### src/common/rv_isa_pkg.sv
package rv_isa_pkg;

    // major opcodes
    localparam logic [6:0] INST_TYPE_I   = 7'b0010011;
    localparam logic [6:0] INST_TYPE_R_M = 7'b0110011;
    localparam logic [6:0] INST_TYPE_B   = 7'b1100011;
    localparam logic [6:0] INST_JAL      = 7'b1101111;
    localparam logic [6:0] INST_JALR     = 7'b1100111;
    localparam logic [6:0] INST_LUI      = 7'b0110111;

    // I-type func3
    localparam logic [2:0] INST_ADDI  = 3'b000;
    localparam logic [2:0] INST_SLTI  = 3'b010;
    localparam logic [2:0] INST_SLTIU = 3'b011;
    localparam logic [2:0] INST_XORI  = 3'b100;
    localparam logic [2:0] INST_ORI   = 3'b110;
    localparam logic [2:0] INST_ANDI  = 3'b111;
    localparam logic [2:0] INST_SLLI  = 3'b001;
    localparam logic [2:0] INST_SRI   = 3'b101; // srli and srai, split by bit 30

    // R-type func3
    localparam logic [2:0] INST_ADD_SUB = 3'b000;
    localparam logic [2:0] INST_SLL     = 3'b001;
    localparam logic [2:0] INST_SLT     = 3'b010;
    localparam logic [2:0] INST_SLTU    = 3'b011;
    localparam logic [2:0] INST_XOR     = 3'b100;
    localparam logic [2:0] INST_SR      = 3'b101;
    localparam logic [2:0] INST_OR      = 3'b110;
    localparam logic [2:0] INST_AND     = 3'b111;

    // branch func3
    localparam logic [2:0] INST_BEQ  = 3'b000;
    localparam logic [2:0] INST_BNE  = 3'b001;
    localparam logic [2:0] INST_BLT  = 3'b100;
    localparam logic [2:0] INST_BGE  = 3'b101;
    localparam logic [2:0] INST_BLTU = 3'b110;
    localparam logic [2:0] INST_BGEU = 3'b111;

    localparam logic [31:0] INST_NOP = 32'h0000_0013; // addi x0, x0, 0

    function automatic logic [31:0] imm_i(input logic [31:0] inst);
        return {{20{inst[31]}}, inst[31:20]};
    endfunction

    function automatic logic [31:0] imm_b(input logic [31:0] inst);
        return {{20{inst[31]}}, inst[7], inst[30:25], inst[11:8], 1'b0};
    endfunction

    function automatic logic [31:0] imm_j(input logic [31:0] inst);
        return {{12{inst[31]}}, inst[19:12], inst[20], inst[30:21], 1'b0};
    endfunction

    function automatic logic [31:0] imm_u(input logic [31:0] inst);
        return {inst[31:12], 12'b0};
    endfunction

endpackage

### src/common/core_cfg_pkg.sv
package core_cfg_pkg;

    localparam int XLEN       = 32;
    localparam int REG_ADDR_W = 5;

    typedef struct packed {
        logic [XLEN-1:0] inst;
        logic [XLEN-1:0] inst_addr;
    } if_id_t;

    typedef struct packed {
        logic [XLEN-1:0]       inst;
        logic [XLEN-1:0]       inst_addr;
        logic [XLEN-1:0]       op1;
        logic [XLEN-1:0]       op2;
        logic [REG_ADDR_W-1:0] rd_addr;
        logic                  reg_wen;
    } id_ex_t;

    localparam if_id_t IF_ID_BUBBLE = '{inst: rv_isa_pkg::INST_NOP, inst_addr: '0};

    localparam id_ex_t ID_EX_BUBBLE = '{
        inst:      rv_isa_pkg::INST_NOP,
        inst_addr: '0,
        op1:       '0,
        op2:       '0,
        rd_addr:   '0,
        reg_wen:   1'b0
    };

endpackage

### src/source/pc_counter.sv
`timescale 1ns/1ps

module pc_counter #(
    parameter logic [core_cfg_pkg::XLEN-1:0] RESET_PC = '0
) (
    input  logic                          clk_i,
    input  logic                          arst_n_i,
    input  logic                          run_i,
    input  logic                          jump_en_i,
    input  logic [core_cfg_pkg::XLEN-1:0] jump_addr_i,
    output logic [core_cfg_pkg::XLEN-1:0] pc_o,
    output logic                          fetch_valid_o
);

    localparam int XLEN = core_cfg_pkg::XLEN;

    logic [XLEN-1:0] pc_q;
    logic            run_q;
    logic            valid_q; // word now sitting in if_id was fetched while running

    always_ff @(posedge clk_i or negedge arst_n_i) begin
        if (!arst_n_i) begin
            pc_q    <= RESET_PC;
            run_q   <= 1'b0;
            valid_q <= 1'b0;
        end else begin
            run_q   <= run_i;
            valid_q <= run_q;
            if (jump_en_i) begin
                pc_q <= jump_addr_i;
            end else if (run_q) begin
                pc_q <= pc_q + XLEN'(4);
            end
        end
    end

    assign pc_o          = pc_q;
    assign fetch_valid_o = valid_q;

endmodule

### config.mk
export PLATFORM = sky130hd
export DESIGN_NAME = pc_counter
export DESIGN_NICKNAME = d
export VERILOG_FILES = /design/src/common/rv_isa_pkg.sv /design/src/common/core_cfg_pkg.sv /design/src/source/pc_counter.sv
export SDC_FILE = /design/constraint.sdc
export NUM_CORES = 1
export LEC_CHECK = 0
export CORE_AREA = 10 10 100 66
export DETAILED_ROUTE_END_ITERATION = 12
export DIE_AREA = 0 0 110 76
export DONT_BUFFER_PORTS = 1
export GPL_TIMING_DRIVEN = 0
export PLACE_DENSITY = 0.51
export SKIP_LAST_GASP = 1
export SYNTH_ARGS = -nofsm -noshare
export SYNTH_HDL_FRONTEND = slang
export SYNTH_SLANG_ARGS = --single-unit
### constraint.sdc
create_clock -name clk_i -period 2 [get_ports clk_i]
set_clock_uncertainty 0.05 [all_clocks]
set_input_delay 0 -clock clk_i [delete_from_list [all_inputs] [get_ports clk_i]]
set_output_delay 0 -clock clk_i [all_outputs]
set_load 0.01 [all_outputs]
==> flow_metrics.tcl <==
set metrics [dict create \
    coreArea_um2 4880 \
    fmaxAchievable_ghz 0.4742 \
    route.vias.total 1844 \
    cp_max_fo 6 \
    die_area_um2 8360 \
    reg2reg_from "pc_o[2]$_DFFE_PN0N_" \
    hpwl_mm 4.381 \
    drive_gt1_frac 0.2115 \
    drv_slew 0 \
    netlist_instances 202 \
    ys_warn_count 0 \
    yosys-top-cells-count "dfrtp_1 (34), nand2_1 (25), o21ai_0 (17)" \
    syn_nets 239 \
    antenna_found_initial 0 \
    setup.worst_path.start_class "flip-flop" \
    p_int_mw 1.179 \
    fin_nets 296 \
    ff2ff_setup_slack_ns -0.11 \
    leakagePower_nw 0.9520 \
    dr.pass1.iters 4 \
    rr_worst_depth 5 \
    grt-ovfl-total 0 \
    synth_edf_count 0 \
    peakVddDrop_v 0.0003436 \
    clkTransAtPathRegs_ns 0.08 \
    netlist-cell-type-count 29 \
    vias_per_cell 5.656 \
    finish.utilization 0.5390 \
    htree_levels 2 \
    avgSynthCellArea_um2 9.260 \
    cts_buffers 5 \
    gp_congestion 0.8081 \
    grt_max_degree 35 \
    wire_per_inst_um 19.64 \
    outcome "finished, violations left" \
    cts_max_path_buffers 2 \
    routed_wl_mm 6.402 \
    worst_pin_slew_ns 0.5023 \
    async_flop_share 1.000 \
    comb_power_share 0.159 \
    hold_class "in -> async" \
    swShare 0.3112 \
    yosys_most_used_dff "dfrtp_1" \
    io_pins 69 \
    hold_viol_final 0 \
    max-slew-margin-rel 0.6651 \
    drtIter0Drc 161 \
    critPathArrivalTime_ns 2.25 \
    path_class "reg -> reg" \
    synth_top_area_share 0.4548 \
    finalCriticalPeriod_ns 2.109 \
    clock-sinks 34 \
    drv_cap 0 \
    pre_cts_slack_ns -0.3370 \
    die_height_um 76 \
    ys_ff_latch 34 \
    yosysTopAreaCell "dfrtp_1" \
    globalRouteTotalUtil 0.1496 \
    clkLatencyLatePin_ns 0.28 \
    die_x_um 110 \
    p_switching_mw 0.5327 \
    tritoncts "built" \
    cp-end-kind "flip-flop" \
    p_total_mw 1.712 \
    numPortBuffers 0 \
    nFillCells 466 \
    antennaDiodeCount 0 \
    r2r_end "pc_o[29]$_DFFE_PN0N_" \
    violations "negative setup slack" \
    ant_nets 0 \
    grt_pass1_vias 1876 \
    cp.required_ns 2.14 \
    synth.most_common_cell "dfrtp_1" \
    root_buffer "clkbuf_8" \
    seq_power_share 0.531 \
    p_per_area_nw_per_um2 650.8 \
    synthTopCellsByArea "dfrtp_1 (45%), nand2_1 (5.0%), o31ai_1 (4.8%), or4_1 (4.8%), o21ai_0 (4.5%)" \
    rsz0062_at_grt "true" \
    drcViolationCount 0 \
    p_clk_frac 0.310 \
    ys_seq_area_frac 0.4548 \
    setup_violations 6 \
    syn2layout_area_growth_pct 40.60 \
    rows 20 \
    setup_slack_ns -0.1090 \
    fin_crit_sh 1.055 \
    initial_core_util 0.3833 \
    syn-cell-area_um2 1871 \
    grt_pass1_wl_mm 10.12 \
]
## through the flow
step | setup TNS, ns | area [um2] | instances | hold slack, ns
floorplan | -0.03489 | 1886 | 202 | -0.3456
global placement | -2.327 | 1968 | 268 | -0.3443
detailed placement | -2.844 | 1968 | 268 | -0.3445
CTS | -0.1902 | 2584 | 323 | 0.1167
global route | -0.8986 | 2630 | 326 | 0.1401
finish | -0.1922 | 2630 | 326 | 0.1178
## routing by layer
layer / GRT usage / vias up / wire length, um
met5: 0 / - / 0
met4: 0.01684 / 0 / 13
met3: 0.05997 / 2 / 703
met2: 0.2261 / 88 / 2878
met1: 0.2000 / 888 / 2806
li1: - / 866 / -
## how the worst max path moves through the flow
stage / cells after the start / endpoint / start / slack, ns
2_1_floorplan: 6 / pc_o[27]$_DFFE_PN0N_ / run_q$_DFF_PN0_ / -0.02
3_3_place_gp: 6 / pc_o[28]$_DFFE_PN0N_ / pc_o[2]$_DFFE_PN0N_ / -0.33
3_5_place_dp: 6 / pc_o[28]$_DFFE_PN0N_ / pc_o[2]$_DFFE_PN0N_ / -0.34
4_1_cts: 5 / pc_o[29]$_DFFE_PN0N_ / pc_o[2]$_DFFE_PN0N_ / -0.1
5_1_grt: 7 / pc_o[29]$_DFFE_PN0N_ / run_q$_DFF_PN0_ / -0.18
6_report: 5 / pc_o[29]$_DFFE_PN0N_ / pc_o[2]$_DFFE_PN0N_ / -0.11
## cell families (layout without fill, tap and decap cells)
family / after synthesis / after routing / share of synthesized area
xor+xnor: 15 / 15 / 0.07024
fa+ha+maj: 1 / 1 / 0.006688
flops: 34 / 34 / 0.4549
mux: 3 / 3 / 0.01739
simple gates: 89 / 89 / 0.2635
buf+inv: 16 / 74 / 0.04080
compound gates: 44 / 44 / 0.1465
## timing repair
action                                  CTS  global route
hold buffers                             35             0
pin swaps                                10             5
endpoints found under the setup margin   14            14
gates resized for setup                  22             7
setup buffers                            12             3
endpoints found under the hold margin    67             0
## critical path, cell delays in order (launching register included)
cell and delay (ns):
dfrtp_2 0.50, nand4_1 0.18, or4b_4 0.59, buf_6 0.14, or4_1 0.39, a31oi_1 0.18
## power by group through the flow
| stage | clock (mW) | combinational, mW | sequential [mW] |
|---|---|---|---|
| 4_1_cts | 0.552 | 0.263 | 0.906 |
| 6_report | 0.531 | 0.272 | 0.908 |
| 5_1_grt | 0.581 | 0.304 | 0.923 |
| 3_3_place_gp | 0 | 0.163 | 0.904 |
| 2_1_floorplan | 0 | 0.137 | 0.868 |
| 3_5_place_dp | 0 | 0.169 | 0.909 |
## sequential cells by signal, summed over array words and instances, names as in the netlist
register	cells
pc_o	32
fetch_valid_o	1
run_q	1
## final cells by class
class | count | area (um2) | share of cell area
plain buffers | 12 | 81.33 | 0.03092
repair buffers | 50 | 476.7 | 0.1813
clock buffers | 7 | 86.33 | 0.03283
multi-input cells | 152 | 1016 | 0.3863
inverters | 4 | 15.01 | 0.005709
clock inverters | 1 | 5.005 | 0.001903
well taps | 66 | 82.58 | 0.03140
flip-flops and latches | 34 | 867.1 | 0.3297
## cells in the final DEF (no fill, tap or decap), types with 2 or more instances in the layout
cell type,netlist,routed
o31a_1,2,2
nor3_1,4,4
nand4_1,7,7
nor2_1,14,14
nand2_1,25,25
buf_6,2,4
o31ai_2,0,3
o31ai_1,12,9
or4_1,12,11
mux2_2,2,2
dfrtp_1,34,21
dfrtp_2,0,13
clkbuf_8,0,6
dlygate4sd3_1,0,34
nand3_1,9,8
o21ai_0,17,17
xor2_1,6,6
clkbuf_1,9,7
nand4_4,0,2
and4_1,6,6
nor4_1,4,4
a31oi_1,13,12
buf_4,0,14
inv_1,3,3
xnor2_1,9,9
clkbuf_2,0,2
Note: power is estimated with default switching activity, not from simulation.
