==> src/common/rv_isa_pkg.sv <==
package rv_isa_pkg;

    // major opcodes
    localparam logic [6:0] INST_TYPE_I   = 7'b0010011;
    localparam logic [6:0] INST_TYPE_R_M = 7'b0110011;
    localparam logic [6:0] INST_TYPE_B   = 7'b1100011;
    localparam logic [6:0] INST_JAL      = 7'b1101111;
    localparam logic [6:0] INST_JALR     = 7'b1100111;
    localparam logic [6:0] INST_LUI      = 7'b0110111;

    // I-type func3
    localparam logic [2:0] INST_ADDI  = 3'b000;
    localparam logic [2:0] INST_SLTI  = 3'b010;
    localparam logic [2:0] INST_SLTIU = 3'b011;
    localparam logic [2:0] INST_XORI  = 3'b100;
    localparam logic [2:0] INST_ORI   = 3'b110;
    localparam logic [2:0] INST_ANDI  = 3'b111;
    localparam logic [2:0] INST_SLLI  = 3'b001;
    localparam logic [2:0] INST_SRI   = 3'b101; // srli and srai, split by bit 30

    // R-type func3
    localparam logic [2:0] INST_ADD_SUB = 3'b000;
    localparam logic [2:0] INST_SLL     = 3'b001;
    localparam logic [2:0] INST_SLT     = 3'b010;
    localparam logic [2:0] INST_SLTU    = 3'b011;
    localparam logic [2:0] INST_XOR     = 3'b100;
    localparam logic [2:0] INST_SR      = 3'b101;
    localparam logic [2:0] INST_OR      = 3'b110;
    localparam logic [2:0] INST_AND     = 3'b111;

    // branch func3
    localparam logic [2:0] INST_BEQ  = 3'b000;
    localparam logic [2:0] INST_BNE  = 3'b001;
    localparam logic [2:0] INST_BLT  = 3'b100;
    localparam logic [2:0] INST_BGE  = 3'b101;
    localparam logic [2:0] INST_BLTU = 3'b110;
    localparam logic [2:0] INST_BGEU = 3'b111;

    localparam logic [31:0] INST_NOP = 32'h0000_0013; // addi x0, x0, 0

    function automatic logic [31:0] imm_i(input logic [31:0] inst);
        return {{20{inst[31]}}, inst[31:20]};
    endfunction

    function automatic logic [31:0] imm_b(input logic [31:0] inst);
        return {{20{inst[31]}}, inst[7], inst[30:25], inst[11:8], 1'b0};
    endfunction

    function automatic logic [31:0] imm_j(input logic [31:0] inst);
        return {{12{inst[31]}}, inst[19:12], inst[20], inst[30:21], 1'b0};
    endfunction

    function automatic logic [31:0] imm_u(input logic [31:0] inst);
        return {inst[31:12], 12'b0};
    endfunction

endpackage

==> src/common/core_cfg_pkg.sv <==
package core_cfg_pkg;

    localparam int XLEN       = 32;
    localparam int REG_ADDR_W = 5;

    typedef struct packed {
        logic [XLEN-1:0] inst;
        logic [XLEN-1:0] inst_addr;
    } if_id_t;

    typedef struct packed {
        logic [XLEN-1:0]       inst;
        logic [XLEN-1:0]       inst_addr;
        logic [XLEN-1:0]       op1;
        logic [XLEN-1:0]       op2;
        logic [REG_ADDR_W-1:0] rd_addr;
        logic                  reg_wen;
    } id_ex_t;

    localparam if_id_t IF_ID_BUBBLE = '{inst: rv_isa_pkg::INST_NOP, inst_addr: '0};

    localparam id_ex_t ID_EX_BUBBLE = '{
        inst:      rv_isa_pkg::INST_NOP,
        inst_addr: '0,
        op1:       '0,
        op2:       '0,
        rd_addr:   '0,
        reg_wen:   1'b0
    };

endpackage

==> src/execute/ex.sv <==
`timescale 1ns/1ps

module ex (
    input  core_cfg_pkg::id_ex_t                id_ex_i,
    output logic [core_cfg_pkg::XLEN-1:0]       rd_wdata_o,
    output logic [core_cfg_pkg::REG_ADDR_W-1:0] rd_waddr_o,
    output logic                                reg_wen_o,
    output logic [core_cfg_pkg::XLEN-1:0]       jump_addr_o,
    output logic                                jump_en_o
);

    localparam int XLEN = core_cfg_pkg::XLEN;

    logic [6:0]      opcode;
    logic [2:0]      func3;
    logic [XLEN-1:0] op1;
    logic [XLEN-1:0] op2;
    logic            eq;
    logic            lt_s;
    logic            lt_u;
    logic [XLEN-1:0] srl_res;
    logic [XLEN-1:0] sra_mask;
    logic [XLEN-1:0] sra_res;
    logic [XLEN-1:0] alu_res;
    logic            br_take;

    assign opcode = id_ex_i.inst[6:0];
    assign func3  = id_ex_i.inst[14:12];
    assign op1    = id_ex_i.op1;
    assign op2    = id_ex_i.op2;

    assign eq   = (op1 == op2);
    assign lt_s = ($signed(op1) < $signed(op2));
    assign lt_u = (op1 < op2);

    // shift amount from op2 serves both the immediate and register forms
    assign srl_res  = op1 >> op2[4:0];
    assign sra_mask = {XLEN{1'b1}} >> op2[4:0];
    assign sra_res  = (srl_res & sra_mask) | ({XLEN{op1[XLEN-1]}} & ~sra_mask);

    // I and R share func3 codes
    always_comb begin
        case (func3)
            rv_isa_pkg::INST_ADD_SUB: begin
                if (opcode == rv_isa_pkg::INST_TYPE_R_M && id_ex_i.inst[30]) begin
                    alu_res = op1 - op2;
                end else begin
                    alu_res = op1 + op2;
                end
            end
            rv_isa_pkg::INST_SLL:  alu_res = op1 << op2[4:0];
            rv_isa_pkg::INST_SLT:  alu_res = {{(XLEN-1){1'b0}}, lt_s};
            rv_isa_pkg::INST_SLTU: alu_res = {{(XLEN-1){1'b0}}, lt_u};
            rv_isa_pkg::INST_XOR:  alu_res = op1 ^ op2;
            rv_isa_pkg::INST_SR:   alu_res = id_ex_i.inst[30] ? sra_res : srl_res;
            rv_isa_pkg::INST_OR:   alu_res = op1 | op2;
            rv_isa_pkg::INST_AND:  alu_res = op1 & op2;
        endcase
    end

    always_comb begin
        case (func3)
            rv_isa_pkg::INST_BEQ:  br_take = eq;
            rv_isa_pkg::INST_BNE:  br_take = ~eq;
            rv_isa_pkg::INST_BLT:  br_take = lt_s;
            rv_isa_pkg::INST_BGE:  br_take = ~lt_s;
            rv_isa_pkg::INST_BLTU: br_take = lt_u;
            rv_isa_pkg::INST_BGEU: br_take = ~lt_u;
            default:               br_take = 1'b0;
        endcase
    end

    always_comb begin
        rd_wdata_o  = alu_res;
        rd_waddr_o  = id_ex_i.rd_addr;
        reg_wen_o   = 1'b0;
        jump_addr_o = '0;
        jump_en_o   = 1'b0;
        case (opcode)
            rv_isa_pkg::INST_TYPE_I, rv_isa_pkg::INST_TYPE_R_M: begin
                reg_wen_o = id_ex_i.reg_wen;
            end
            rv_isa_pkg::INST_TYPE_B: begin
                jump_addr_o = id_ex_i.inst_addr + rv_isa_pkg::imm_b(id_ex_i.inst);
                jump_en_o   = br_take;
            end
            rv_isa_pkg::INST_JAL: begin
                rd_wdata_o  = id_ex_i.inst_addr + XLEN'(4); // link
                reg_wen_o   = id_ex_i.reg_wen;
                jump_addr_o = id_ex_i.inst_addr + op1;
                jump_en_o   = 1'b1;
            end
            rv_isa_pkg::INST_JALR: begin
                rd_wdata_o  = id_ex_i.inst_addr + XLEN'(4);
                reg_wen_o   = id_ex_i.reg_wen;
                jump_addr_o = (op1 + op2) & ~XLEN'(1); // lsb cleared per spec
                jump_en_o   = 1'b1;
            end
            rv_isa_pkg::INST_LUI: begin
                rd_wdata_o = op1;
                reg_wen_o  = id_ex_i.reg_wen;
            end
            default: begin
                reg_wen_o = 1'b0;
            end
        endcase
    end

endmodule

==> config.mk <==
export PLATFORM = sky130hd
export DESIGN_NAME = ex
export DESIGN_NICKNAME = d
export VERILOG_FILES = /design/src/common/rv_isa_pkg.sv /design/src/common/core_cfg_pkg.sv /design/src/execute/ex.sv
export SDC_FILE = /design/constraint.sdc
export NUM_CORES = 1
export LEC_CHECK = 0
export ABC_AREA = 0
export BUFFER_PORTS_ARGS = -buffer_cell sky130_fd_sc_hd__buf_2
export CAP_MARGIN = 20
export CORE_MARGIN = 2
export CORE_UTILIZATION = 30
export DETAILED_ROUTE_END_ITERATION = 8
export SYNTH_ARGS = -nofsm -noshare
export SYNTH_HDL_FRONTEND = slang
export SYNTH_SLANG_ARGS = --single-unit
==> constraint.sdc <==
create_clock -name vclk -period 5.85
set_input_delay 1.17 -clock vclk [all_inputs]
set_output_delay 1.17 -clock vclk [all_outputs]
set_load 0.02 [all_outputs]
==> impl_metrics.yaml <==
setup_path:
  critical_path.max_fanout: 76
  end_kind: "primary output"
  cp.required_ns: 4.68
  crit_end: "rd_wdata_o[28]"
  crit_start: "id_ex_i[6]"
  cp_data_arrival_time_ns: 4.65
  critPathKind: "in2out"
  critPathLaunchType: "input port"
routing:
  routed_wirelength_mm: 70.7
  routedWlPerCell_um: 24.9
  vias: 17500
  via_per_inst: 6.18
  drc_errors: 0
  antenna_left: 0
  firstDrtPassIters: 6
  first_iter_violations: 1828
timing:
  hold_viol: 0
  fin_setup_tns_ns: 0
  worst_pin_slew_ns: 1.09
  grt_setup_unrepaired: "no"
  max-slew-margin-rel_pct: 26.8
  fin_crit_sh_pct: 99.5
  slew_viol_final: 0
  setup-violations-final: 0
  max_freq_ghz: 0.172
  min_period_ns: 5.82
placement:
  portBuffers: 185
  gp_congestion: 1.03
  dp_hpwl_mm: 57.1
final_layout:
  seqCellArea_um2: 0
  areaGrowthSynthToFinish_pct: 13.8
  seq_cells: 0
  nFillCells: 5075
  drive_gt1_share_pct: 18.1
  nets: 2527
  multi_input_area_mm2: 0.0130
  clkbuf_count: 0
global_routing:
  grt_overflow: 0
  grt_usage_pct: 28.1
  grt_max_degree: 77
  grt_pass1_vias: 16500
  antenna_found_initial: 1
  grt_pass1_wl_mm: 104
hold_path:
  hold_class: "in2out"
logic_synthesis:
  synth_area_mm2: 0.0141
  synth_top_area_share_pct: 14.2
  yosysTopAreaCell: "ha_1"
  synth-seq-area-share_pct: 0
  postSynthCellCount: 2075
  synth_cell_type_count: 97
  syn_nets: 2372
  yosys_warnings: 0
  synth.most_common_cell: "nor2_1"
  synth_common_cells: "244 x nor2_1, 229 x a21oi_1, 160 x nand2_1"
  netlist_top_cells_area: "ha_1 14%, a21oi_1 8.2%, mux4_2 7.7%"
  syn_avg_cell_area_um2: 6.77
floorplanning:
  num_io_pins: 205
  dieArea_mm2: 0.0486
  fp-row-count: 79
  core_area_mm2: 0.0464
  dieHeight_um: 220
  die_w_um: 220
  start_util_pct: 30.3
outcome:
  status: "complete, no violations"
cts:
  cts_setup_buffers: 0
  hold_buffers: 0
flow_run:
  max_cap_violations: 0
[cell usage in the layout, fill, tap and decap left out, types with 34 or more instances in the layout]
cell type    n
ha_1       159
buf_2      184
inv_1      104
a21oi_1    229
nor2_1     242
o21ai_0    138
mux2i_1     47
nand2_1    160
mux4_2      48
xnor2_1     97
a21o_1      51
nand3_1     46
nor3_1      46
xor2_1      34
buf_4      109
a211oi_1    35
[final cells by class]
| class | count | area share, % |
|---|---|---|
| multi-input combinational | 1818 | 81.3 |
| timing repair buffer | 297 | 11.3 |
| tap | 607 | 4.75 |
| inverter | 113 | 2.65 |
| antenna | 1 | 0.0157 |
[critical path: stages]
cell	delay, ns
buf_4	0.12
buf_12	0.38
mux4_2	0.58
nand2_1	0.08
o21ai_0	0.32
a21oi_1	0.62
a211oi_1	0.17
a221oi_1	0.65
o21a_1	0.22
o21ai_1	0.10
buf_2	0.21
[how the worst min path moves through the flow]
stage	start	endpoint	slack, ns	cells after the start
floorplan	id_ex_i[1]	rd_waddr_o[0]	2.45	1
global route	id_ex_i[4]	rd_waddr_o[3]	2.34	0
CTS	id_ex_i[2]	rd_waddr_o[1]	2.34	0
global placement	id_ex_i[2]	rd_waddr_o[1]	2.34	0
finish	id_ex_i[1]	rd_waddr_o[0]	2.34	0
detailed placement	id_ex_i[2]	rd_waddr_o[1]	2.34	0
[logic make-up after synthesis]
logic type	after synthesis	share of synthesized area, %
AND/OR/NAND/NOR	643	21.1
buffers and inverters	257	7.84
adder cells (fa/ha/maj)	163	14.7
AO/OA/AOI/OAI	778	36.5
XOR/XNOR	131	8.16
multiplexers	103	11.7
[routing by layer]
| layer | up-vias | track usage [%] | share of wire, % |
|---|---|---|---|
| met5 | - | 0 | 0 |
| met4 | 0 | 7.61 | 3.3 |
| met3 | 114 | 3.13 | 9.4 |
| met2 | 990 | 44.3 | 44 |
| met1 | 8371 | 40.2 | 44 |
| li1 | 8052 | - | - |
[per-stage QoR]
stage / hold WS (ns) / instance area, um^2 / setup WS (ns) / cells / utilization (%)
CTS: 2.34 / 16000 / 0.124 / 2834 / 34.4
global route: 2.34 / 16000 / 0.0391 / 2835 / 34.5
finish: 2.34 / 16000 / 0.0304 / 2836 / 34.5
floorplan: 2.45 / 14100 / 0.133 / 2075 / -
detailed placement: 2.34 / 16000 / 0.137 / 2834 / 34.4
global placement: 2.34 / 16000 / 0.107 / 2834 / 34.4
[timing repair]
action | in CTS | in global routing
setup endpoints to repair | 0 | 2
resized for setup | 0 | 4
hold endpoints to repair | 0 | 0
