$ cat src/common/rv_isa_pkg.sv
package rv_isa_pkg;

    // major opcodes
    localparam logic [6:0] INST_TYPE_I   = 7'b0010011;
    localparam logic [6:0] INST_TYPE_R_M = 7'b0110011;
    localparam logic [6:0] INST_TYPE_B   = 7'b1100011;
    localparam logic [6:0] INST_JAL      = 7'b1101111;
    localparam logic [6:0] INST_JALR     = 7'b1100111;
    localparam logic [6:0] INST_LUI      = 7'b0110111;

    // I-type func3
    localparam logic [2:0] INST_ADDI  = 3'b000;
    localparam logic [2:0] INST_SLTI  = 3'b010;
    localparam logic [2:0] INST_SLTIU = 3'b011;
    localparam logic [2:0] INST_XORI  = 3'b100;
    localparam logic [2:0] INST_ORI   = 3'b110;
    localparam logic [2:0] INST_ANDI  = 3'b111;
    localparam logic [2:0] INST_SLLI  = 3'b001;
    localparam logic [2:0] INST_SRI   = 3'b101; // srli and srai, split by bit 30

    // R-type func3
    localparam logic [2:0] INST_ADD_SUB = 3'b000;
    localparam logic [2:0] INST_SLL     = 3'b001;
    localparam logic [2:0] INST_SLT     = 3'b010;
    localparam logic [2:0] INST_SLTU    = 3'b011;
    localparam logic [2:0] INST_XOR     = 3'b100;
    localparam logic [2:0] INST_SR      = 3'b101;
    localparam logic [2:0] INST_OR      = 3'b110;
    localparam logic [2:0] INST_AND     = 3'b111;

    // branch func3
    localparam logic [2:0] INST_BEQ  = 3'b000;
    localparam logic [2:0] INST_BNE  = 3'b001;
    localparam logic [2:0] INST_BLT  = 3'b100;
    localparam logic [2:0] INST_BGE  = 3'b101;
    localparam logic [2:0] INST_BLTU = 3'b110;
    localparam logic [2:0] INST_BGEU = 3'b111;

    localparam logic [31:0] INST_NOP = 32'h0000_0013; // addi x0, x0, 0

    function automatic logic [31:0] imm_i(input logic [31:0] inst);
        return {{20{inst[31]}}, inst[31:20]};
    endfunction

    function automatic logic [31:0] imm_b(input logic [31:0] inst);
        return {{20{inst[31]}}, inst[7], inst[30:25], inst[11:8], 1'b0};
    endfunction

    function automatic logic [31:0] imm_j(input logic [31:0] inst);
        return {{12{inst[31]}}, inst[19:12], inst[20], inst[30:21], 1'b0};
    endfunction

    function automatic logic [31:0] imm_u(input logic [31:0] inst);
        return {inst[31:12], 12'b0};
    endfunction

endpackage

$ cat src/common/core_cfg_pkg.sv
package core_cfg_pkg;

    localparam int XLEN       = 32;
    localparam int REG_ADDR_W = 5;

    typedef struct packed {
        logic [XLEN-1:0] inst;
        logic [XLEN-1:0] inst_addr;
    } if_id_t;

    typedef struct packed {
        logic [XLEN-1:0]       inst;
        logic [XLEN-1:0]       inst_addr;
        logic [XLEN-1:0]       op1;
        logic [XLEN-1:0]       op2;
        logic [REG_ADDR_W-1:0] rd_addr;
        logic                  reg_wen;
    } id_ex_t;

    localparam if_id_t IF_ID_BUBBLE = '{inst: rv_isa_pkg::INST_NOP, inst_addr: '0};

    localparam id_ex_t ID_EX_BUBBLE = '{
        inst:      rv_isa_pkg::INST_NOP,
        inst_addr: '0,
        op1:       '0,
        op2:       '0,
        rd_addr:   '0,
        reg_wen:   1'b0
    };

endpackage

$ cat src/decode/id.sv
`timescale 1ns/1ps

module id (
    input  core_cfg_pkg::if_id_t                if_id_i,
    input  logic                                fetch_valid_i,
    input  logic [core_cfg_pkg::XLEN-1:0]       rs1_rdata_i,
    input  logic [core_cfg_pkg::XLEN-1:0]       rs2_rdata_i,
    output logic [core_cfg_pkg::REG_ADDR_W-1:0] rs1_raddr_o,
    output logic [core_cfg_pkg::REG_ADDR_W-1:0] rs2_raddr_o,
    output core_cfg_pkg::id_ex_t                id_ex_o
);

    localparam int XLEN       = core_cfg_pkg::XLEN;
    localparam int REG_ADDR_W = core_cfg_pkg::REG_ADDR_W;

    logic [XLEN-1:0]       inst;
    logic [6:0]            opcode;
    logic [REG_ADDR_W-1:0] rd;
    logic                  rd_nz;

    assign inst   = fetch_valid_i ? if_id_i.inst : rv_isa_pkg::INST_NOP;
    assign opcode = inst[6:0];
    assign rd     = inst[11:7];
    assign rd_nz  = (rd != '0); // x0 writes never leave decode

    assign rs1_raddr_o = inst[19:15];
    assign rs2_raddr_o = inst[24:20];

    always_comb begin
        id_ex_o.inst      = inst;
        id_ex_o.inst_addr = if_id_i.inst_addr;
        id_ex_o.op1       = rs1_rdata_i;
        id_ex_o.op2       = rs2_rdata_i;
        id_ex_o.rd_addr   = rd;
        id_ex_o.reg_wen   = 1'b0;
        case (opcode)
            rv_isa_pkg::INST_TYPE_I: begin
                id_ex_o.op2     = rv_isa_pkg::imm_i(inst);
                id_ex_o.reg_wen = rd_nz;
            end
            rv_isa_pkg::INST_TYPE_R_M: begin
                id_ex_o.reg_wen = rd_nz;
            end
            rv_isa_pkg::INST_JAL: begin
                id_ex_o.op1     = rv_isa_pkg::imm_j(inst); // offset, pc added in ex
                id_ex_o.op2     = '0;
                id_ex_o.reg_wen = rd_nz;
            end
            rv_isa_pkg::INST_JALR: begin
                id_ex_o.op2     = rv_isa_pkg::imm_i(inst);
                id_ex_o.reg_wen = rd_nz;
            end
            rv_isa_pkg::INST_LUI: begin
                id_ex_o.op1     = rv_isa_pkg::imm_u(inst);
                id_ex_o.op2     = '0;
                id_ex_o.reg_wen = rd_nz;
            end
            default: begin
                id_ex_o.reg_wen = 1'b0; // branches and anything unsupported
            end
        endcase
    end

endmodule

$ cat config.mk
export PLATFORM = sky130hd
export DESIGN_NAME = id
export DESIGN_NICKNAME = d
export VERILOG_FILES = /design/src/common/rv_isa_pkg.sv /design/src/common/core_cfg_pkg.sv /design/src/decode/id.sv
export SDC_FILE = /design/constraint.sdc
export NUM_CORES = 1
export LEC_CHECK = 0
export BUFFER_PORTS_ARGS = -buffer_cell sky130_fd_sc_hd__buf_2
export CAP_MARGIN = 20
export CORE_AREA = 2 2 104 106
export DETAILED_ROUTE_END_ITERATION = 10
export DIE_AREA = 0 0 106 108
export PLACE_DENSITY = 0.47
export SYNTH_ARGS = -nofsm -noshare
export SYNTH_HDL_FRONTEND = slang
export SYNTH_SLANG_ARGS = --single-unit
$ cat constraint.sdc
create_clock -name vclk -period 1.9
set_clock_uncertainty 0.2 [all_clocks]
set_input_delay 0 -clock vclk [all_inputs]
set_output_delay 0 -clock vclk [all_outputs]
set_load 0.02 [all_outputs]
==> results of run 1 <==
==> per-layer routing <==
layer	up-vias	track usage	share of wire
met5	-	0	0.0025
met4	2	0.0150	0.0084
met3	6	0.0102	0.074
met2	159	0.228	0.55
met1	1026	0.120	0.37
li1	1077	-	-
==> Yosys cell counts <==
cell type,count
or3_1,2
nand2b_1,5
clkbuf_1,11
and3b_1,1
nand2_1,36
a211o_1,1
buf_4,47
and3_1,1
and4_1,1
a21oi_1,1
a31oi_1,1
or4_4,1
nand4_1,1
or4_1,1
o211ai_1,12
a21o_1,21
buf_2,3
mux2_2,8
nand3_1,2
nor3_1,1
o2bb2ai_1,11
nor3b_1,1
o21ai_0,12
or3b_1,1
inv_1,13
buf_6,3
and2_1,19
==> path summary, 6_finish.rpt <==
check | startpoint | cells past startpoint | slack, ns | endpoint
worst max-delay path | if_id_i[35] | 7 | 0.04 | id_ex_o[29]
worst min-delay path | rs2_rdata_i[28] | 3 | 0.11 | id_ex_o[34]
==> timing repair <==
action | CTS | global route
cloned | 0 | 3
hold buffers | 32 | 0
resized for setup | 3 | 9
setup endpoints to repair | 10 | 22
hold endpoints to repair | 32 | 0
==> power groups by stage <==
stage          clock network [mW]  registers, mW  logic (mW)
3_5_place_dp                    0              0       0.575
2_1_floorplan                   0              0       0.437
6_report                        0              0       0.693
4_1_cts                         0              0       0.682
5_1_grt                         0              0       0.742
3_3_place_gp                    0              0       0.572
==> logic make-up after synthesis <==
group | Yosys count | share of synthesized area
and+or+nand+nor | 73 | 0.273
muxes | 8 | 0.0651
AOI/OAI and AO/OA | 59 | 0.307
buffers and inverters | 77 | 0.355
==> worst max-delay path, stage by stage <==
cell and delay, ns:
buf_6 0.09, or3b_4 0.39, or4_4 0.46, and3_4 0.23
buf_12 0.15, a21o_1 0.18, buf_2 0.15
==> final cells by class <==
cell class,instances,area (um^2)
fillers,1154,7550
inverters,13,48.8
multi-input cells,140,913
well taps,136,170
repair buffers,256,1540
==> through the flow <==
stage / setup slack [ns] / utilization / cell area [um^2] / cells
detailed placement: -0.0612 / 0.222 / 2270 / 510
finish: 0.0428 / 0.262 / 2680 / 545
floorplan: 0.161 / - / 1380 / 217
CTS: 0.0209 / 0.254 / 2600 / 542
global route: -0.00407 / 0.262 / 2680 / 545
global placement: -0.0619 / 0.222 / 2270 / 510
==> results.py, run 1 <==
metrics = {
    "sta": {
        "fin_crit_sh": 0.977,
        "maxSlewViolCount": 0,
        "final.setup.tns_ns": 0,
        "period_minus_slack_ns": 1.86,
        "finalSetupViolations": 0,
        "hold_viol": 0,
        "holdWs_ns": 0.107,
        "tightest_slew_ns": 0.523,
        "fmax_ghz": 0.538,
        "max_slew_margin": 0.651,
    },
    "power_and_ir_drop": {
        "sw_frac_of_total": 0.582,
        "clkPwrFrac": 0,
        "seqPwrFrac": 0,
        "peakVddDrop_mv": 0.0971,
        "comb_power_share": 1.000,
        "power_uw": 693,
        "p_switching_uw": 403,
        "leakage_nw": 1.70,
        "p_int_uw": 290,
        "power_density_nw_per_um2": 259,
    },
    "floorplan": {
        "start_util": 0.135,
        "io_pins": 273,
        "dieArea_um2": 11400,
        "die_w_um": 106,
        "coreArea_um2": 10200,
        "rows": 37,
        "chipHeight_um": 108,
    },
    "detailed_routing": {
        "detail-route-antenna-nets": 0,
        "routed_via_density": 4.17,
        "drt_iter0_drc": 94,
        "via_count": 2270,
        "wire_per_inst_um": 14.0,
        "drc": 0,
        "wirelength_um": 7650,
        "drt_first_pass_iters": 4,
    },
    "logic_synthesis": {
        "synth.net_count": 346,
        "synth_area_um2": 1380,
        "syn-instance-count": 217,
        "synth_area_leaders": "buf_4 25%, a21o_1 11%, nand2_1 9.8%, and2_1 8.6%, o2bb2ai_1 7.0%",
        "syn_avg_cell_area_um2": 6.38,
        "ys_warn_count": 0,
        "yosys.area.top_type": "buf_4",
        "yosysSeqAreaShare": 0,
        "netlist.area_leader.share": 0.255,
        "yosysUniqueCellTypes": 27,
    },
    "worst_setup_path": {
        "critPathCaptureType": "output port",
        "required_ns": 1.70,
        "start_kind": "input port",
        "path_class": "in -> out",
        "crit_path_max_fanout": 13,
        "worstPathArrival_ns": 1.66,
    },
    "layout": {
        "layout-drive-gt1-share": 0.579,
        "design.seq.count": 0,
        "nClkBuffers": 0,
        "final_common_cell": "buf_2",
        "final_cell_mix": "206 x buf_2, 36 x nand2_1, 32 x dlygate4sd3_1",
        "diodes": 0,
        "fin_nets": 540,
        "synthToLayoutAreaGrowth_pct": 93.4,
        "regArea_um2": 0,
    },
    "global_routing": {
        "grt_pass1_wl_um": 10100,
        "grt_pass1_vias": 2098,
        "grtUsageTotal": 0.109,
        "antenna_found_initial": 1,
        "grt_max_degree": 34,
        "grt-ovfl-total": 0,
    },
    "place": {
        "portBuffers": 209,
        "place.gp.congestion": 0.708,
        "place_hpwl_um": 5870,
    },
    "clock_tree": {
        "post_cts_buffers": 0,
    },
    "hold_path": {
        "hold_path.class": "in -> out",
    },
    "job": {
        "max_cap_viol_count": 0,
    },
    "status": {
        "status": "completed",
    },
}
No activity file was read; power rests on OpenSTA's default activity.
==> run 2, diff against run 1 <==
- ABC_AREA: unset -> 1
- CORE_AREA: 2 2 104 106 -> 3 3 104 106
- DIE_AREA: 0 0 106 108 -> 0 0 107 109
- PLACE_DENSITY: 0.47 -> 0.49
==> results.py, run 2 <==
metrics = {
    "detailed_routing": {
        "drt_first_pass_iters": 4,
        "wire_per_inst_um": 12.9,
        "routed_via_density": 3.95,
        "via_count": 2462,
        "drt_iter0_drc": 129,
        "drc": 0,
        "detail-route-antenna-nets": 0,
        "wirelength_um": 8030,
    },
    "sta": {
        "tightest_slew_ns": 0.372,
        "final.setup.tns_ns": 0,
        "finalSetupViolations": 0,
        "fin_crit_sh": 0.873,
        "maxSlewViolCount": 0,
        "period_minus_slack_ns": 1.66,
        "hold_viol": 0,
        "fmax_ghz": 0.603,
        "holdWs_ns": 0.104,
        "rsz0062_at_grt": "no",
        "max_slew_margin": 0.752,
    },
    "place": {
        "place_hpwl_um": 6620,
        "portBuffers": 209,
        "place.gp.congestion": 0.755,
    },
    "layout": {
        "final_common_cell": "buf_2",
        "n_fill_cell": 1109,
        "regArea_um2": 0,
        "fin_nets": 622,
        "layout-drive-gt1-share": 0.495,
        "design.seq.count": 0,
        "nClkBuffers": 0,
        "final_cell_mix": "209 x buf_2, 148 x nand2_1, 33 x inv_1",
        "synthToLayoutAreaGrowth_pct": 74.8,
        "multi_input_area_um2": 908,
        "diodes": 0,
    },
    "global_routing": {
        "grt.busiest_layer": "met2",
        "grt_use_met1": 0.138,
        "antenna_found_initial": 0,
        "use_met2": 0.243,
        "grt_util_met3": 0.0107,
        "grt-ovfl-total": 0,
        "grtUsageTotal": 0.119,
        "grt_pass1_wl_um": 11300,
        "grt_max_degree": 33,
        "grt_pass1_vias": 2252,
    },
    "logic_synthesis": {
        "synth.net_count": 434,
        "yosysSeqAreaShare": 0,
        "ys_warn_count": 0,
        "yosysUniqueCellTypes": 21,
        "synth-compound-area-share": 0.102,
        "muxShareOfSynthArea": 0,
        "yosys.area.top_type": "nand2_1",
        "synthXorXnorAreaFrac": 0,
        "netlist.area_leader.share": 0.365,
        "yosys.area_share.simple": 0.495,
        "synth_fa_ha_area_frac": 0,
        "synth_most_common_cell": "nand2_1",
        "ys_top_cells_by_count": "148 x nand2_1, 47 x buf_4, 33 x inv_1",
        "synth_area_um2": 1520,
        "syn_avg_cell_area_um2": 4.98,
        "syn-instance-count": 305,
        "synth_top_family_by_area": "simple AND/OR/NAND/NOR gates",
        "synth_area_leaders": "nand2_1 37%, buf_4 23%, inv_1 8.1%, buf_6 5.9%, o21ai_2 5.2%",
    },
    "floorplan": {
        "io_pins": 273,
        "chipHeight_um": 109,
        "rows": 36,
        "die_w_um": 107,
        "start_util": 0.154,
        "dieArea_um2": 11700,
        "coreArea_um2": 9860,
    },
    "worst_setup_path": {
        "crit_path_end": "id_ex_o[26]",
        "cp-startpoint": "fetch_valid_i",
        "critPathCaptureType": "output port",
        "required_ns": 1.70,
        "crit_path_cell_trace": "buf_2 -> buf_4 -> nand2_2 -> nand2_1 -> nor2_1 -> nand2_1 -> nand2_2 -> nor2_4 -> buf_12 -> nand2_1 -> nand2_1 -> buf_2",
        "crit_top_cell": "nand2_1",
        "cpPeakStageDelay_ns": 0.31,
        "crit_slowest_cell": "buf_4",
        "path_class": "in -> out",
        "crit_path_max_fanout": 32,
        "worstPathArrival_ns": 1.46,
        "start_kind": "input port",
    },
    "hold_path": {
        "hold_path.class": "in -> out",
    },
    "power_and_ir_drop": {
        "peakVddDrop_mv": 0.107,
        "leakage_nw": 1.90,
        "power_density_nw_per_um2": 298,
    },
    "clock_tree": {
        "post_cts_buffers": 0,
        "cts_resized": 0,
    },
    "status": {
        "status": "completed",
    },
    "job": {
        "max_cap_viol_count": 0,
    },
}
run 2: cell count changes in the layout (fill, tap and decap cells not counted), moves of 5 or more:
| cell | change |
|---|---|
| nand2_1 | +112 |
| a21o_1 | -20 |
| inv_1 | +20 |
| and2_1 | -18 |
| nand3_1 | +13 |
| o211ai_1 | -12 |
| o2bb2ai_1 | -11 |
| nand2_2 | +9 |
| o21ai_2 | +9 |
| mux2_2 | -8 |
| nand2b_1 | -5 |
| nor2_1 | +5 |
run 2: final cells by class:
class | instances | area share
inverters | 35 | 0.0494
multi-input cells | 207 | 0.342
repair buffers | 249 | 0.546
well taps | 133 | 0.0626
run 2: how the worst min path moves through the flow:
stage | from | cells after the start | to | slack, ns
floorplan | if_id_i[30] | 1 | id_ex_o[100] | -0.09
global placement | if_id_i[31] | 0 | id_ex_o[101] | -0.20
detailed placement | if_id_i[31] | 0 | id_ex_o[101] | -0.20
CTS | rs2_rdata_i[16] | 4 | id_ex_o[22] | 0.11
global route | rs2_rdata_i[2] | 4 | id_ex_o[8] | 0.12
finish | rs2_rdata_i[16] | 4 | id_ex_o[22] | 0.10
run 2: layer usage:
layer  part of all wire  up-vias
li1                   -     1233
met1               0.38     1057
met2               0.53      168
met3              0.086        4
met4             0.0044        0
met5                  0        -
run 2: repair_timing:
| item | CTS | global route |
|---|---|---|
| hold buffers | 32 | 0 |
| setup endpoints to repair | 0 | 0 |
| hold endpoints to repair | 32 | 0 |
run 2: logic make-up after synthesis:
| group | Yosys count |
|---|---|
| buffers and inverters | 98 |
| and+or+nand+nor | 184 |
| AOI/OAI and AO/OA | 23 |
run 2: worst max-delay path, delay by kind of cell:
| family | cells | cell delay (ns) |
|---|---|---|
| buf+inv | 4 | 0.82 |
| simple gates | 8 | 0.62 |
run 2: per-stage QoR:
| step | util | power (mW) | instance area (um^2) | cells | setup WS, ns |
|---|---|---|---|---|---|
| 4_1_cts | 0.269 | 0.802 | 2660 | 624 | 0.219 |
| 2_1_floorplan | - | 0.524 | 1520 | 305 | 0.617 |
| 6_report | 0.269 | 0.793 | 2660 | 624 | 0.241 |
| 3_3_place_gp | 0.237 | 0.695 | 2340 | 592 | 0.225 |
| 3_5_place_dp | 0.237 | 0.696 | 2340 | 592 | 0.222 |
| 5_1_grt | 0.269 | 0.862 | 2660 | 624 | 0.0341 |
run 2: where the power goes:
| part | internal, mW | total [mW] | switching, mW |
|---|---|---|---|
| combinational | 0.294 | 0.793 | 0.499 |
| sequential | 0 | 0 | 0 |
| clock | 0 | 0 | 0 |
| total | 0.294 | 0.793 | 0.499 |
==> run 3, diff against run 2 <==
- CELL_PAD_IN_SITES_DETAIL_PLACEMENT: unset -> 0
- CELL_PAD_IN_SITES_GLOBAL_PLACEMENT: unset -> 1
- CORE_AREA: 3 3 104 106 -> unset
- CORE_MARGIN: unset -> 3
- CORE_UTILIZATION: unset -> 14
- DIE_AREA: 0 0 107 109 -> unset
- MAX_ROUTING_LAYER: unset -> met4
- PLACE_DENSITY: 0.49 -> 0.81
==> results.py, run 3 (synthesis results as in run 2) <==
metrics = {
    "status": {
        "status": "completed",
    },
    "detailed_routing": {
        "drt_first_pass_iters": 4,
        "routed_via_density": 3.82,
        "wire_per_inst_um": 12.5,
        "detail-route-antenna-nets": 0,
        "wirelength_um": 7870,
        "drt_iter0_drc": 112,
        "via_count": 2396,
        "drc": 0,
    },
    "sta": {
        "period_minus_slack_ns": 1.63,
        "fin_ws_ns": 0.273,
        "tightest_slew_ns": 0.440,
        "finalSetupViolations": 0,
        "rsz0062_at_grt": "no",
        "max_slew_margin": 0.707,
        "final.setup.tns_ns": 0,
        "maxSlewViolCount": 0,
        "hold_viol": 0,
        "fin_crit_sh": 0.857,
        "fmax_ghz": 0.614,
    },
    "layout": {
        "fin_nets": 623,
        "n_fill_cell": 1245,
        "final_cell_mix": "209 x buf_2, 148 x nand2_1, 33 x inv_1",
        "diodes": 0,
        "design.seq.count": 0,
        "nClkBuffers": 0,
        "layout-drive-gt1-share": 0.496,
        "synthToLayoutAreaGrowth_pct": 75.6,
        "regArea_um2": 0,
        "multi_input_area_um2": 908,
        "final_common_cell": "buf_2",
    },
    "worst_setup_path": {
        "worstPathArrival_ns": 1.43,
        "required_ns": 1.70,
        "path_class": "in -> out",
        "crit_path_max_fanout": 11,
        "start_kind": "input port",
        "critPathCaptureType": "output port",
    },
    "power_and_ir_drop": {
        "leakage_nw": 1.90,
        "p_switching_uw": 496,
        "clkPwrFrac": 0,
        "peakVddDrop_mv": 0.0947,
        "sw_frac_of_total": 0.627,
        "comb_power_share": 1.000,
        "power_density_nw_per_um2": 296,
        "seqPwrFrac": 0,
        "power_uw": 790,
        "p_int_uw": 294,
    },
    "floorplan": {
        "chipHeight_um": 110,
        "dieArea_um2": 12100,
        "rows": 37,
        "start_util": 0.145,
        "die_w_um": 110,
        "io_pins": 273,
        "coreArea_um2": 10500,
    },
    "global_routing": {
        "grtUsageTotal": 0.108,
        "grt_pass1_vias": 2013,
        "grt_pass1_wl_um": 10000,
        "grt_use_met1": 0.135,
        "grt_max_degree": 34,
        "grt_util_met3": 0.00408,
        "antenna_found_initial": 0,
        "grt-ovfl-total": 0,
        "use_met2": 0.203,
        "grt.busiest_layer": "met2",
    },
    "clock_tree": {
        "post_cts_buffers": 0,
        "cts_hold_buf": 32,
        "cts_resized": 0,
    },
    "hold_path": {
        "hold_path.class": "in -> out",
    },
    "place": {
        "place.gp.congestion": 0.815,
        "post-place-ws_ns": 0.221,
        "portBuffers": 209,
        "place_hpwl_um": 6350,
    },
    "job": {
        "max_cap_viol_count": 0,
    },
}
-- run 3: cell types whose count changed in the layout (fill, tap and decap cells not counted), sizes merged --
cell	delta
buf	+1
-- run 3: area by class of cell --
type / count / share of cell area
timing repair buffer: 250 / 0.547
multi-input combinational: 207 / 0.340
tap: 136 / 0.0638
inverter: 35 / 0.0492
-- run 3: final timing paths --
check	startpoint	cells after the start	endpoint	slack (ns)
setup / recovery	fetch_valid_i	10	id_ex_o[52]	0.27
hold / removal	rs2_rdata_i[30]	4	id_ex_o[36]	0.11
-- run 3: per-stage QoR --
stage	hold slack, ns	cells	cell area (um^2)	util
final	0.105	628	2670	0.255
after detailed placement	-0.200	596	2350	0.224
after global placement	-0.200	596	2350	0.224
after global routing	0.126	628	2670	0.255
after floorplan	-0.0874	305	1520	-
after CTS	0.106	628	2670	0.255
-- run 3: worst max-delay path, cell delays in order --
cell and delay, ns:
buf_2 0.16, inv_2 0.07, a21o_1 0.17, nand3_1 0.11
nand2_2 0.11, inv_2 0.26, buf_4 0.23, nand2_1 0.07
o21ai_2 0.06, buf_2 0.18
-- run 3: power by group through the flow --
stage          sequential, mW  clock, mW  combinational [mW]
6_report                    0          0               0.790
4_1_cts                     0          0               0.799
3_3_place_gp                0          0               0.693
5_1_grt                     0          0               0.868
2_1_floorplan               0          0               0.524
3_5_place_dp                0          0               0.693
-- run 3: routing by layer --
metal | vias to the layer above | routed length (um)
met2 | 156 | 4030
met4 | 0 | 21
met5 | - | 0
met3 | 2 | 874
li1 | 1235 | -
met1 | 1003 | 2940
